### src/ex_pkg.sv
// Execute stage package with data vectors, ALU and multiplier enums and port structs
package ex_pkg;

  //////////////////////////////////////////////////
  // Vector types
  //////////////////////////////////////////////////

  // Operands, results, CSR and load data
  typedef logic [31:0] word_t;

  // Register file address, upper bit selects the FP bank
  typedef logic [5:0]  reg_addr_t;

  //////////////////////////////////////////////////
  // Operation encodings
  //////////////////////////////////////////////////

  // Arithmetic, logic and shift operations first
  // Compare operations follow and return the condition bit
  typedef enum logic [3:0] {
    ALU_ADD  = 4'h0,
    ALU_SUB  = 4'h1,
    ALU_AND  = 4'h2,
    ALU_OR   = 4'h3,
    ALU_XOR  = 4'h4,
    ALU_SLL  = 4'h5,
    ALU_SRL  = 4'h6,
    ALU_SRA  = 4'h7,
    ALU_SLT  = 4'h8,
    ALU_SLTU = 4'h9,
    // Branch comparisons
    ALU_EQ   = 4'hA,
    ALU_NE   = 4'hB,
    ALU_LT   = 4'hC,
    ALU_GE   = 4'hD,
    ALU_LTU  = 4'hE,
    ALU_GEU  = 4'hF
  } alu_op_e;

  // Low product and the three high product flavours
  typedef enum logic [1:0] {
    MULT_MUL    = 2'b00,
    MULT_MULH   = 2'b01,
    MULT_MULHSU = 2'b10,
    MULT_MULHU  = 2'b11
  } mult_op_e;

  // High product sequencer
  typedef enum logic [1:0] {
    IDLE    = 2'b00,
    STEP_LO = 2'b01,
    STEP_HI = 2'b10,
    DONE    = 2'b11
  } mult_state_e;

  //////////////////////////////////////////////////
  // Request and port structs
  //////////////////////////////////////////////////

  typedef struct packed {
    alu_op_e operator;
    word_t   operand_a;
    word_t   operand_b;
  } alu_req_t;

  typedef struct packed {
    mult_op_e operator;
    word_t    operand_a;
    word_t    operand_b;
  } mult_req_t;

  // One register file write port
  typedef struct packed {
    logic      we;
    reg_addr_t waddr;
    word_t     wdata;
  } rf_port_t;

endpackage

### src/ex_alu.sv
// Integer ALU with adder, logic unit, barrel shifter and branch comparator
`timescale 1ns/100ps

module ex_alu (
  input  ex_pkg::alu_req_t req_i,
  output ex_pkg::word_t    result_o,
  output logic             cmp_o
);
  import ex_pkg::*;

  word_t       op_a;
  word_t       op_b;
  word_t       sum;
  logic        cmp_signed;
  logic [32:0] diff;
  logic        is_equal;
  logic        is_less;
  logic        shift_left;
  logic        shift_arith;
  word_t       shift_in;
  logic [32:0] shift_ext;
  word_t       shift_out;
  word_t       shift_res;

  assign op_a = req_i.operand_a;
  assign op_b = req_i.operand_b;

  //////////////////////////////////////////////////
  // Adder and comparator
  //////////////////////////////////////////////////

  // Signed compares extend with the sign bit
  always_comb begin
    case (req_i.operator)
      ALU_SLT, ALU_LT, ALU_GE: cmp_signed = 1'b1;
      default:                 cmp_signed = 1'b0;
    endcase
  end

  assign sum = op_a + op_b;

  // 33 bit difference, bit 32 is the sign of a - b in either mode
  assign diff     = {cmp_signed & op_a[31], op_a} - {cmp_signed & op_b[31], op_b};
  assign is_equal = (diff[31:0] == '0);
  assign is_less  = diff[32];

  //////////////////////////////////////////////////
  // Barrel shifter
  //////////////////////////////////////////////////

  // Left shifts reuse the right shifter on bit reversed data
  assign shift_left  = (req_i.operator == ALU_SLL);
  assign shift_arith = (req_i.operator == ALU_SRA);

  always_comb begin
    for (int i = 0; i < 32; i++) begin
      shift_in[i] = shift_left ? op_a[31-i] : op_a[i];
    end
  end

  // Extra top bit carries the fill value
  assign shift_ext = {shift_arith & op_a[31], shift_in};
  assign shift_out = word_t'($signed(shift_ext) >>> op_b[4:0]);

  // Undo the reversal for left shifts
  always_comb begin
    for (int i = 0; i < 32; i++) begin
      shift_res[i] = shift_left ? shift_out[31-i] : shift_out[i];
    end
  end

  //////////////////////////////////////////////////
  // Condition and result select
  //////////////////////////////////////////////////

  always_comb begin
    case (req_i.operator)
      ALU_EQ:                             cmp_o = is_equal;
      ALU_NE:                             cmp_o = ~is_equal;
      ALU_SLT, ALU_SLTU, ALU_LT, ALU_LTU: cmp_o = is_less;
      ALU_GE, ALU_GEU:                    cmp_o = ~is_less;
      default:                            cmp_o = 1'b0;
    endcase
  end

  always_comb begin
    case (req_i.operator)
      ALU_ADD:                   result_o = sum;
      ALU_SUB:                   result_o = diff[31:0];
      ALU_AND:                   result_o = op_a & op_b;
      ALU_OR:                    result_o = op_a | op_b;
      ALU_XOR:                   result_o = op_a ^ op_b;
      ALU_SLL, ALU_SRL, ALU_SRA: result_o = shift_res;
      // Compare ops return the condition zero extended
      default:                   result_o = {31'b0, cmp_o};
    endcase
  end

endmodule

### src/ex_mult.sv
// Multiplier with single cycle low product and two step high product sequencer
`timescale 1ns/100ps

module ex_mult (
  input  logic              clk,
  input  logic              rst_n,
  input  logic              en_i,
  input  ex_pkg::mult_req_t req_i,
  input  logic              ex_ready_i,
  output ex_pkg::word_t     result_o,
  output logic              ready_o,
  output logic              multicycle_o
);
  import ex_pkg::*;

  mult_state_e        state_q;
  mult_state_e        state_cur;
  mult_state_e        state_d;
  logic               high_op;
  logic               sign_a;
  logic               sign_b;
  logic signed [32:0] op_a_ext;
  logic signed [32:0] op_b_ext;
  logic signed [16:0] pp_b;
  logic signed [63:0] partial;
  logic        [63:0] acc_d;
  logic        [63:0] acc_q;
  word_t              low_product;

  //////////////////////////////////////////////////
  // Low product
  //////////////////////////////////////////////////

  // Low word is the same for signed and unsigned operands
  assign low_product = req_i.operand_a * req_i.operand_b;

  //////////////////////////////////////////////////
  // High product datapath
  //////////////////////////////////////////////////

  assign high_op = (req_i.operator != MULT_MUL);

  // MULH signs both, MULHSU only a, MULHU neither
  assign sign_a = (req_i.operator == MULT_MULH) || (req_i.operator == MULT_MULHSU);
  assign sign_b = (req_i.operator == MULT_MULH);

  assign op_a_ext = {sign_a & req_i.operand_a[31], req_i.operand_a};
  assign op_b_ext = {sign_b & req_i.operand_b[31], req_i.operand_b};

  // Low half of b is always positive
  // High half keeps the extension bit and so carries the sign
  assign pp_b = (state_cur == STEP_HI) ? op_b_ext[32:16] : {1'b0, op_b_ext[15:0]};

  // One shared 33x17 signed multiplier, sign extended to 64 bits
  assign partial = op_a_ext * pp_b;

  always_comb begin
    case (state_cur)
      // Fresh accumulation of the low half partial product
      STEP_LO: acc_d = partial;
      // High half partial product weighs 2^16
      STEP_HI: acc_d = acc_q + (partial <<< 16);
      default: acc_d = acc_q;
    endcase
  end

  always_ff @(posedge clk) begin
    acc_q <= acc_d;
  end

  //////////////////////////////////////////////////
  // Sequencer
  //////////////////////////////////////////////////

  // A high op arriving in IDLE does its first step in that same cycle
  always_comb begin
    state_cur = state_q;
    if ((state_q == IDLE) && en_i && high_op) begin
      state_cur = STEP_LO;
    end
  end

  always_comb begin
    state_d = state_cur;
    case (state_cur)
      STEP_LO: state_d = STEP_HI;
      STEP_HI: state_d = DONE;
      // Result stays until the stage moves on
      DONE: begin
        if (ex_ready_i) begin
          state_d = IDLE;
        end
      end
      default: state_d = IDLE;
    endcase
  end

  always_ff @(posedge clk or negedge rst_n) begin
    if (!rst_n) begin
      state_q <= IDLE;
    end else begin
      state_q <= state_d;
    end
  end

  // Busy during both steps
  assign multicycle_o = (state_cur == STEP_LO) || (state_cur == STEP_HI);
  assign ready_o      = ~multicycle_o;

  // Upper word of the accumulated product once done
  assign result_o = (state_cur == DONE) ? acc_q[63:32] : low_product;

endmodule

### src/ex_stage.sv
// Execute stage top with ALU, multiplier, write-back logic and branch outputs
`timescale 1ns/100ps

module ex_stage (
  input  logic              clk,
  input  logic              rst_n,
  // ALU and multiplier requests from ID
  input  ex_pkg::alu_req_t  alu_req_i,
  input  logic              alu_en_i,
  input  ex_pkg::mult_req_t mult_req_i,
  input  logic              mult_en_i,
  input  ex_pkg::word_t     alu_operand_c_i,
  // CSR and load/store side
  input  logic              csr_access_i,
  input  ex_pkg::word_t     csr_rdata_i,
  input  logic              lsu_en_i,
  input  ex_pkg::word_t     lsu_rdata_i,
  input  logic              lsu_ready_ex_i,
  input  logic              lsu_err_i,
  // Pipeline control
  input  logic              wb_ready_i,
  input  logic              branch_in_ex_i,
  input  logic              regfile_alu_we_i,
  input  ex_pkg::reg_addr_t regfile_alu_waddr_i,
  input  logic              regfile_we_i,
  input  ex_pkg::reg_addr_t regfile_waddr_i,
  // Register file ports
  output ex_pkg::rf_port_t  regfile_alu_fw_o,
  output ex_pkg::rf_port_t  regfile_wb_o,
  output logic              mult_multicycle_o,
  // To IF
  output logic              branch_decision_o,
  output ex_pkg::word_t     jump_target_o,
  output logic              ex_ready_o,
  output logic              ex_valid_o
);
  import ex_pkg::*;

  word_t alu_result;
  logic  alu_cmp;
  word_t mult_result;
  logic  mult_ready;
  logic  ex_ready;

  // Branch condition and target go straight back to fetch
  assign branch_decision_o = alu_cmp;
  assign jump_target_o     = alu_operand_c_i;

  ex_alu i_ex_alu (
    .req_i    (alu_req_i),
    .result_o (alu_result),
    .cmp_o    (alu_cmp)
  );

  // Multiplier leaves DONE only when the stage accepts
  ex_mult i_ex_mult (
    .clk          (clk),
    .rst_n        (rst_n),
    .en_i         (mult_en_i),
    .req_i        (mult_req_i),
    .ex_ready_i   (ex_ready),
    .result_o     (mult_result),
    .ready_o      (mult_ready),
    .multicycle_o (mult_multicycle_o)
  );

  ex_writeback i_ex_writeback (
    .clk                 (clk),
    .rst_n               (rst_n),
    .alu_en_i            (alu_en_i),
    .mult_en_i           (mult_en_i),
    .csr_access_i        (csr_access_i),
    .lsu_en_i            (lsu_en_i),
    .alu_result_i        (alu_result),
    .mult_result_i       (mult_result),
    .csr_rdata_i         (csr_rdata_i),
    .lsu_rdata_i         (lsu_rdata_i),
    .mult_ready_i        (mult_ready),
    .lsu_ready_ex_i      (lsu_ready_ex_i),
    .lsu_err_i           (lsu_err_i),
    .wb_ready_i          (wb_ready_i),
    .branch_in_ex_i      (branch_in_ex_i),
    .regfile_alu_we_i    (regfile_alu_we_i),
    .regfile_we_i        (regfile_we_i),
    .regfile_alu_waddr_i (regfile_alu_waddr_i),
    .regfile_waddr_i     (regfile_waddr_i),
    .fw_port_o           (regfile_alu_fw_o),
    .wb_port_o           (regfile_wb_o),
    .ex_ready_o          (ex_ready),
    .ex_valid_o          (ex_valid_o)
  );

  assign ex_ready_o = ex_ready;

endmodule

### src/ex_writeback.sv
// Forwarding port mux, EX/WB register for the load/store port and stage ready and valid logic
`timescale 1ns/100ps

module ex_writeback (
  input  logic              clk,
  input  logic              rst_n,
  // Unit enables from ID
  input  logic              alu_en_i,
  input  logic              mult_en_i,
  input  logic              csr_access_i,
  input  logic              lsu_en_i,
  // Result sources
  input  ex_pkg::word_t     alu_result_i,
  input  ex_pkg::word_t     mult_result_i,
  input  ex_pkg::word_t     csr_rdata_i,
  input  ex_pkg::word_t     lsu_rdata_i,
  // Stall sources
  input  logic              mult_ready_i,
  input  logic              lsu_ready_ex_i,
  input  logic              lsu_err_i,
  input  logic              wb_ready_i,
  input  logic              branch_in_ex_i,
  // Destination registers
  input  logic              regfile_alu_we_i,
  input  logic              regfile_we_i,
  input  ex_pkg::reg_addr_t regfile_alu_waddr_i,
  input  ex_pkg::reg_addr_t regfile_waddr_i,
  // Write ports and handshake levels
  output ex_pkg::rf_port_t  fw_port_o,
  output ex_pkg::rf_port_t  wb_port_o,
  output logic              ex_ready_o,
  output logic              ex_valid_o
);
  import ex_pkg::*;

  word_t     fw_wdata;
  logic      lsu_we_d;
  logic      lsu_we_q;
  reg_addr_t lsu_waddr_q;
  logic      units_ready;
  logic      ex_valid;

  //////////////////////////////////////////////////
  // Forwarding port
  //////////////////////////////////////////////////

  // CSR wins over multiplier, multiplier over ALU
  always_comb begin
    fw_wdata = '0;
    if (csr_access_i) begin
      fw_wdata = csr_rdata_i;
    end else if (mult_en_i) begin
      fw_wdata = mult_result_i;
    end else if (alu_en_i) begin
      fw_wdata = alu_result_i;
    end
  end

  assign fw_port_o = '{we: regfile_alu_we_i, waddr: regfile_alu_waddr_i, wdata: fw_wdata};

  //////////////////////////////////////////////////
  // EX/WB register for the load/store port
  //////////////////////////////////////////////////

  // A faulting access never writes the register file
  assign lsu_we_d = regfile_we_i & ~lsu_err_i;

  always_ff @(posedge clk or negedge rst_n) begin
    if (!rst_n) begin
      lsu_we_q    <= 1'b0;
      lsu_waddr_q <= '0;
    end else if (ex_valid) begin
      lsu_we_q <= lsu_we_d;
      // Address only moves for a real write
      if (lsu_we_d) begin
        lsu_waddr_q <= regfile_waddr_i;
      end
    end else if (wb_ready_i) begin
      // WB takes a bubble, flush the old strobe
      lsu_we_q <= 1'b0;
    end
  end

  // Load data arrives straight from memory
  assign wb_port_o = '{we: lsu_we_q, waddr: lsu_waddr_q, wdata: lsu_rdata_i};

  //////////////////////////////////////////////////
  // Ready and valid
  //////////////////////////////////////////////////

  assign units_ready = mult_ready_i & lsu_ready_ex_i & wb_ready_i;

  // Branches finish in EX and never wait for WB
  assign ex_ready_o = units_ready | branch_in_ex_i;

  // Valid looks only forward, so it does not depend on ex_ready
  assign ex_valid   = (alu_en_i | mult_en_i | csr_access_i | lsu_en_i) & units_ready;
  assign ex_valid_o = ex_valid;

endmodule
### config.mk
export PLATFORM = sky130hd
export DESIGN_NAME = ex_stage
export DESIGN_NICKNAME = d
export VERILOG_FILES = /design/src/ex_pkg.sv /design/src/ex_alu.sv /design/src/ex_mult.sv /design/src/ex_stage.sv /design/src/ex_writeback.sv
export SDC_FILE = /design/constraint.sdc
export NUM_CORES = 2
export LEC_CHECK = 0
export BUFFER_PORTS_ARGS = -buffer_cell sky130_fd_sc_hd__buf_2
export CAP_MARGIN = 20
export CORE_MARGIN = 2
export CORE_UTILIZATION = 50
export DETAILED_ROUTE_END_ITERATION = 16
export PLACE_DENSITY = 0.64
export SLEW_MARGIN = 10
export SYNTH_ARGS = -nofsm -noshare
export SYNTH_HDL_FRONTEND = slang
export SYNTH_SLANG_ARGS = --single-unit
### constraint.sdc
create_clock -name clk -period 16 [get_ports clk]
set_input_delay 0.8 -clock clk [delete_from_list [all_inputs] [get_ports clk]]
set_output_delay 0.8 -clock clk [all_outputs]
set_load 0.02 [all_outputs]
; ---- After elaboration in Yosys (flattened, before gate mapping)
; Cells that the tools add are included.
[op_classes]
eq_ne = 20
n_bitwise = 20
n_reduce_logical = 15
n_shift = 1
add_sub_neg = 3
mul = 2
muxes = 78
[ops]
columns = cell, count
row1 = 32-bit case mux with 6 select lines, 1
row2 = 32-bit two-way mux, 4
row3 = 64-bit case mux with 2 select lines, 1
row4 = 1-bit two-way mux, 67
row5 = 64-bit adder, 1
row6 = 33-bit by 17-bit multiplier with 50-bit output, 1
row7 = 33-bit by 5-bit >>> shifter with 32-bit output, 1
row8 = 33-bit subtractor, 1
row9 = 32-bit adder, 1
row10 = 32-bit bitwise AND, 1
row11 = "4-bit == test, second input constant", 8
row12 = 32-bit zero test, 1
row13 = 32-bit by 32-bit multiplier with 32-bit output, 1
row14 = 32-bit bitwise OR, 1
row15 = 32-bit bitwise XOR, 1
row16 = 17-bit two-way mux, 1
row17 = "4-bit by 3-bit == test with 1-bit output, second input constant", 4
row18 = 1-bit bitwise AND, 9
row19 = "4-bit by 2-bit == test with 1-bit output, second input constant", 2
row20 = "2-bit == test, second input constant", 3
row21 = 2-bit case mux with 3 select lines, 1
row22 = 2-bit nonzero test, 3
row23 = 3-bit OR reduction, 2
row24 = "2-bit by 1-bit == test with 1-bit output, second input constant", 2
row25 = 12 further kinds, 21
[word_totals]
out_inout_bits = 114
ff_bits = 73
wordCells = 143
inputBits = 254

; ---- Logic depth before layout (Yosys ltp)
[depth]
depth_word = 12
depth_mapped = 47
mapped_depth_nobuf = 45

; ---- Modules after synthesis
; From an unflattened synthesis, not the netlist that was laid out.
[unflattened]
cells_unflattened = 6147
hier_area_um2 = 49956.7
[by_module_without_submodules]
columns = mod, instances, cells_per_inst, area_each_um2, seq_area_each_um2
row1 = ex_mult, 1, 4731, 40373.7, 1491.4
row2 = ex_alu, 1, 1211, 8126.5, 0.0
row3 = ex_writeback, 1, 173, 1216.2, 175.2
row4 = ex_stage, 1, 32, 240.2, 0.0

; ---- Worst setup path after synthesis
; No wires, ideal clock.
[synth_timing]
kind = input-to-reg
start = input mult_req_i[65] in the netlist's numbering
end = register i_ex_mult.acc_q[63], data pin
t_required_ns = 15.746
setup_time_ns = 0.254
n_path_buf = 4
arrival_time_ns = 9.768
setup_slack_ns = 5.979
stages = 40
cell_sequence = inv_1 > ha_1 > nand2b_1 > nor2_1 > nor2_1 > ha_1 > clkbuf_1 > clkbuf_1 > mux2_2 > clkbuf_1 > and2_1 > fa_1 > inv_1 > fa_1 > fa_1 > inv_1 > fa_1 > fa_1 > (+4 left out) > clkbuf_1 > nand3_1 > or4_4 > a21oi_2 > nor2_1 > o21a_1 > o41ai_1 > a21o_1 > xor2_1 > ha_1 > and3_1 > a221o_1 > o2111ai_1 > a21oi_1 > a211o_1 > a211oi_1 > xnor2_1 > a21o_1
[synth_via]
elab_chain_cells = 8
word_cells_on_any_way = 14
[synth_rtl]
columns = item, line
row1 = from (decl), ex_stage.sv:10  ; input ex_pkg::mult_req_t mult_req_i,
row2 = 2-bit nonzero test, ex_mult.sv:41  ; assign high_op = (req_i.operator != MULT_MUL);
row3 = 1-bit logical AND, ex_mult.sv:78  ; if ((state_q == IDLE) && en_i && high_op) begin
row4 = 2-bit two-way mux, ex_mult.sv:78
row5 = 2-bit == test, "ex_mult.sv:52, ex_mult.sv:58"
row6 = 17-bit two-way mux, ex_mult.sv:52  ; assign pp_b = (state_cur == STEP_HI) ? op_b_ext[32:16] : {1'b0, op_b_ext[15:0]};
row7 = 33-bit by 17-bit multiplier with 50-bit output, ex_mult.sv:55  ; assign partial = op_a_ext * pp_b;
row8 = 64-bit adder, ex_mult.sv:62  ; STEP_HI: acc_d = acc_q + (partial <<< 16);
row9 = 64-bit case mux with 2 select lines (*), ex_mult.sv:58  ; case (state_cur)
row10 = named net i_ex_mult.acc_d[63], ex_mult.sv:26  ; logic [63:0] acc_d;
row11 = to (signal assigned), ex_mult.sv:68  ; acc_q <= acc_d;
row12 = to (decl), ex_mult.sv:27  ; logic [63:0] acc_q;
; The timed path passes the listed nets; every way through them passes the cells marked *.
; A chain may end at the register's enable or synchronous reset.

; ---- Final worst setup path
[layout_timing]
start = input mult_req_i[65] in the netlist's numbering
end = register i_ex_mult.acc_q[62], data pin
; The elaborated chain is that of the path after synthesis.

==> flow_summary.yaml <==
status:
  status: "completed"
synth:
  synth_cell_types: 87
  ys_warn_count: 0
  synth_edf_count: 48
  syn_area_sq_um: 49160
  synth_top_cell_by_area: "fa_1"
  synth_top_area_share_pct: 38.56
  ys_top_cells_by_area: "fa_1 39%, ha_1 9.9%, inv_1 9.4%, nand2_1 6.9%, and2_1 3.9%"
  synthesis.instances: 5959
  syn_avg_cell_area_sq_um: 8.250
  ys_seq_area_share_pct: 3.390
  synth_fp_nets: 7550
  ys_seq_elements: 57
  ys.flop_type: "edfxtp_1"
  ys_async_sr_fraction_pct: 15.79
hold_path:
  hp-class: "in -> async"
sta:
  slew_viol_final: 0
  period_minus_slack_ns: 11.50
  hold_violations: 0
  rsz0062_at_grt: "no"
  min_period_over_period_pct: 71.85
  final.setup.tns_ns: 0
  max_slew_margin_pct: 22.28
  fmax_mhz: 86.98
  setup_viol: 0
  clock_skew_ns: 0.008401
  worstMarginPinSlew_ns: 1.136
final_layout:
  layout_common_cells: "1231 x inv_1, 947 x fa_1, 899 x nand2_1, 388 x ha_1, 303 x and2_1"
  drive_above_1_share_pct: 6.750
  syn_to_final_growth_pct: 3.263
  nFillCells: 9443
  mostFrequentLayoutCell: "inv_1"
  fin_nets: 7425
setup_path:
  critPathMaxFanout: 42
  startpoint_type: "input port"
  rr_startpoint: "i_ex_mult.state_q[1]"
  slowest_stage: "mux2_2"
  cp_data_arrival_time_ns: 11.59
  r2r_cells: 34
  crit_required_ns: 16.09
  cp_slowest_stage_delay_ns: 0.87
  endpoint_kind: "flip-flop"
  reg2reg_to: "i_ex_mult.acc_q[62]"
  regToRegSetupSlack_ns: 5.11
  crit_type: "in -> reg"
  path_common_cell: "fa_1"
clock_network:
  tritoncts: "done"
  clk_pin_slew_ns: 0.05
  cts.sinks: 57
  cts_setup_buffers: 0
  htreeDepth: 3
  post_cts_resized: 0
  cts-buffers-inserted: 9
  clock_latency_ns: 0.34
  cts_root_buf: "clkbuf_16"
  holdBufCountCts: 0
  clock_path_buffers: 2
global_route:
  grt_start_max_net_pins: 56
  grt_pass1_wl_um: 245500
  grt_pass1_vias: 42420
  antenna_found_initial: 11
  overflow: 0
  grtUsageTotal_pct: 31.15
place:
  portBuffers: 225
  gp_congestion: 1.019
  hpwlAfterDp_um: 123700
drt:
  drt-pass1-iter-count: 6
  wl_met3_um: 14230
  drt-met1-wl_um: 64540
  dr.first_iter.drc_count: 3850
  vias: 41060
  routed_wl_um: 155900
  drc: 0
  avgRoutedWirePerCell_um: 21.87
  wl_met2_um: 70460
  vias_per_cell: 5.758
  drt.antenna.violating_nets: 0
  topRoutingLayerUsed: "met5"
floorplan:
  core-area_sq_um: 97990
  die_width_um: 317.6
  dieArea_sq_um: 100900
  ioPinCount: 368
  rows: 115
  start_util_pct: 50.17
  die_h_um: 317.6
job:
  maxCapViolCount: 0
[cells in the mapped netlist, drive strengths merged, types with 19 or more instances]
cell type and count:
nor2 193, xor2 67, fa 947, mux4 22, nand4 19, inv 1234
xnor2 145, nor2b 93, mux2i 88, a211oi 34, a21o 86, a21oi 209
o21bai 30, edfxtp 48, or2 20, buf 100, clkbuf 312, and2 303
o211ai 26, mux2 42, nand3 38, nand2 899, a221oi 31, nand2b 35
a31oi 25, nor4 27, o21a 22, ha 390, nor3 54, a22oi 33
o21ai 172
[per-layer routing]
layer / GRT usage, % / up-vias
met3: 5.598 / 373
met4: 11.43 / 4
met2: 49.01 / 1770
li1: - / 18110
met5: 0 / -
met1: 43.13 / 20800
[registers in the layout, indices dropped and copies added, names as in the netlist]
signal and cells:
i_ex_writeback.lsu_waddr_q 6, i_ex_mult.acc_q 48, i_ex_mult.state_q 2, i_ex_writeback.lsu_we_q 1
[worst max-delay path by stage]
stage / slack [ns] / to / cells after the start / startpoint
finish: 4.50 / i_ex_mult.acc_q[62] / 38 / mult_req_i[65]
global route: 3.81 / i_ex_mult.acc_q[62] / 39 / mult_req_i[65]
CTS: 4.49 / i_ex_mult.acc_q[62] / 38 / mult_req_i[65]
detailed placement: 4.13 / i_ex_mult.acc_q[62] / 38 / mult_req_i[65]
global placement: 4.38 / i_ex_mult.acc_q[63] / 38 / mult_req_i[65]
floorplan: 5.98 / i_ex_mult.acc_q[63] / 40 / mult_req_i[65]
[per-stage QoR]
stage | worst slack, ns | instances | hold WS, ns | area [sq um] | util, %
after floorplan | 5.979 | 5959 | 0.4549 | 49160 | -
after global placement | 4.379 | 7110 | 0.4632 | 50500 | 51.54
after detailed placement | 4.128 | 7110 | 0.4682 | 50500 | 51.54
after CTS | 4.488 | 7124 | 0.3184 | 50750 | 51.80
after global routing | 3.805 | 7127 | 0.3285 | 50760 | 51.80
final | 4.503 | 7130 | 0.3169 | 50770 | 51.81
[worst max-delay path: cells and delay by family]
family                   cells  cell delay [ns]
adder cells (fa/ha/maj)     10             4.59
buffers and inverters        6             0.89
XOR/XNOR                     2             0.47
AO/OA/AOI/OAI               12             2.54
multiplexers                 1             0.87
AND/OR/NAND/NOR              7             1.35
[kinds of logic (layout without fill, tap and decap cells)]
logic type,count (synthesis),in the layout,share of synthesized area (%)
DFF,57,57,3.390
AOI/OAI and AO/OA,824,824,11.04
other,0,6,0
and+or+nand+nor,1729,1729,16.35
muxes,152,152,3.761
xor gates and xnor gates,212,212,3.777
adders and majority gates,1337,1337,48.49
buffers and inverters,1648,1526,13.20
[area by class of cell]
class	instances	area, sq um	area share [%]
clock inverters	5	25.02	0.04929
inverters	1236	4639	9.138
clock buffers	9	225.2	0.4436
multi-input cells	4254	41080	80.91
diodes	6	15.01	0.02957
flip-flops and latches	57	1667	3.283
well taps	1287	1610	3.172
repair buffers	276	1509	2.972
Power is not shown: default switching activity piles up to over one toggle a cycle in this logic, so the estimate is an artifact.
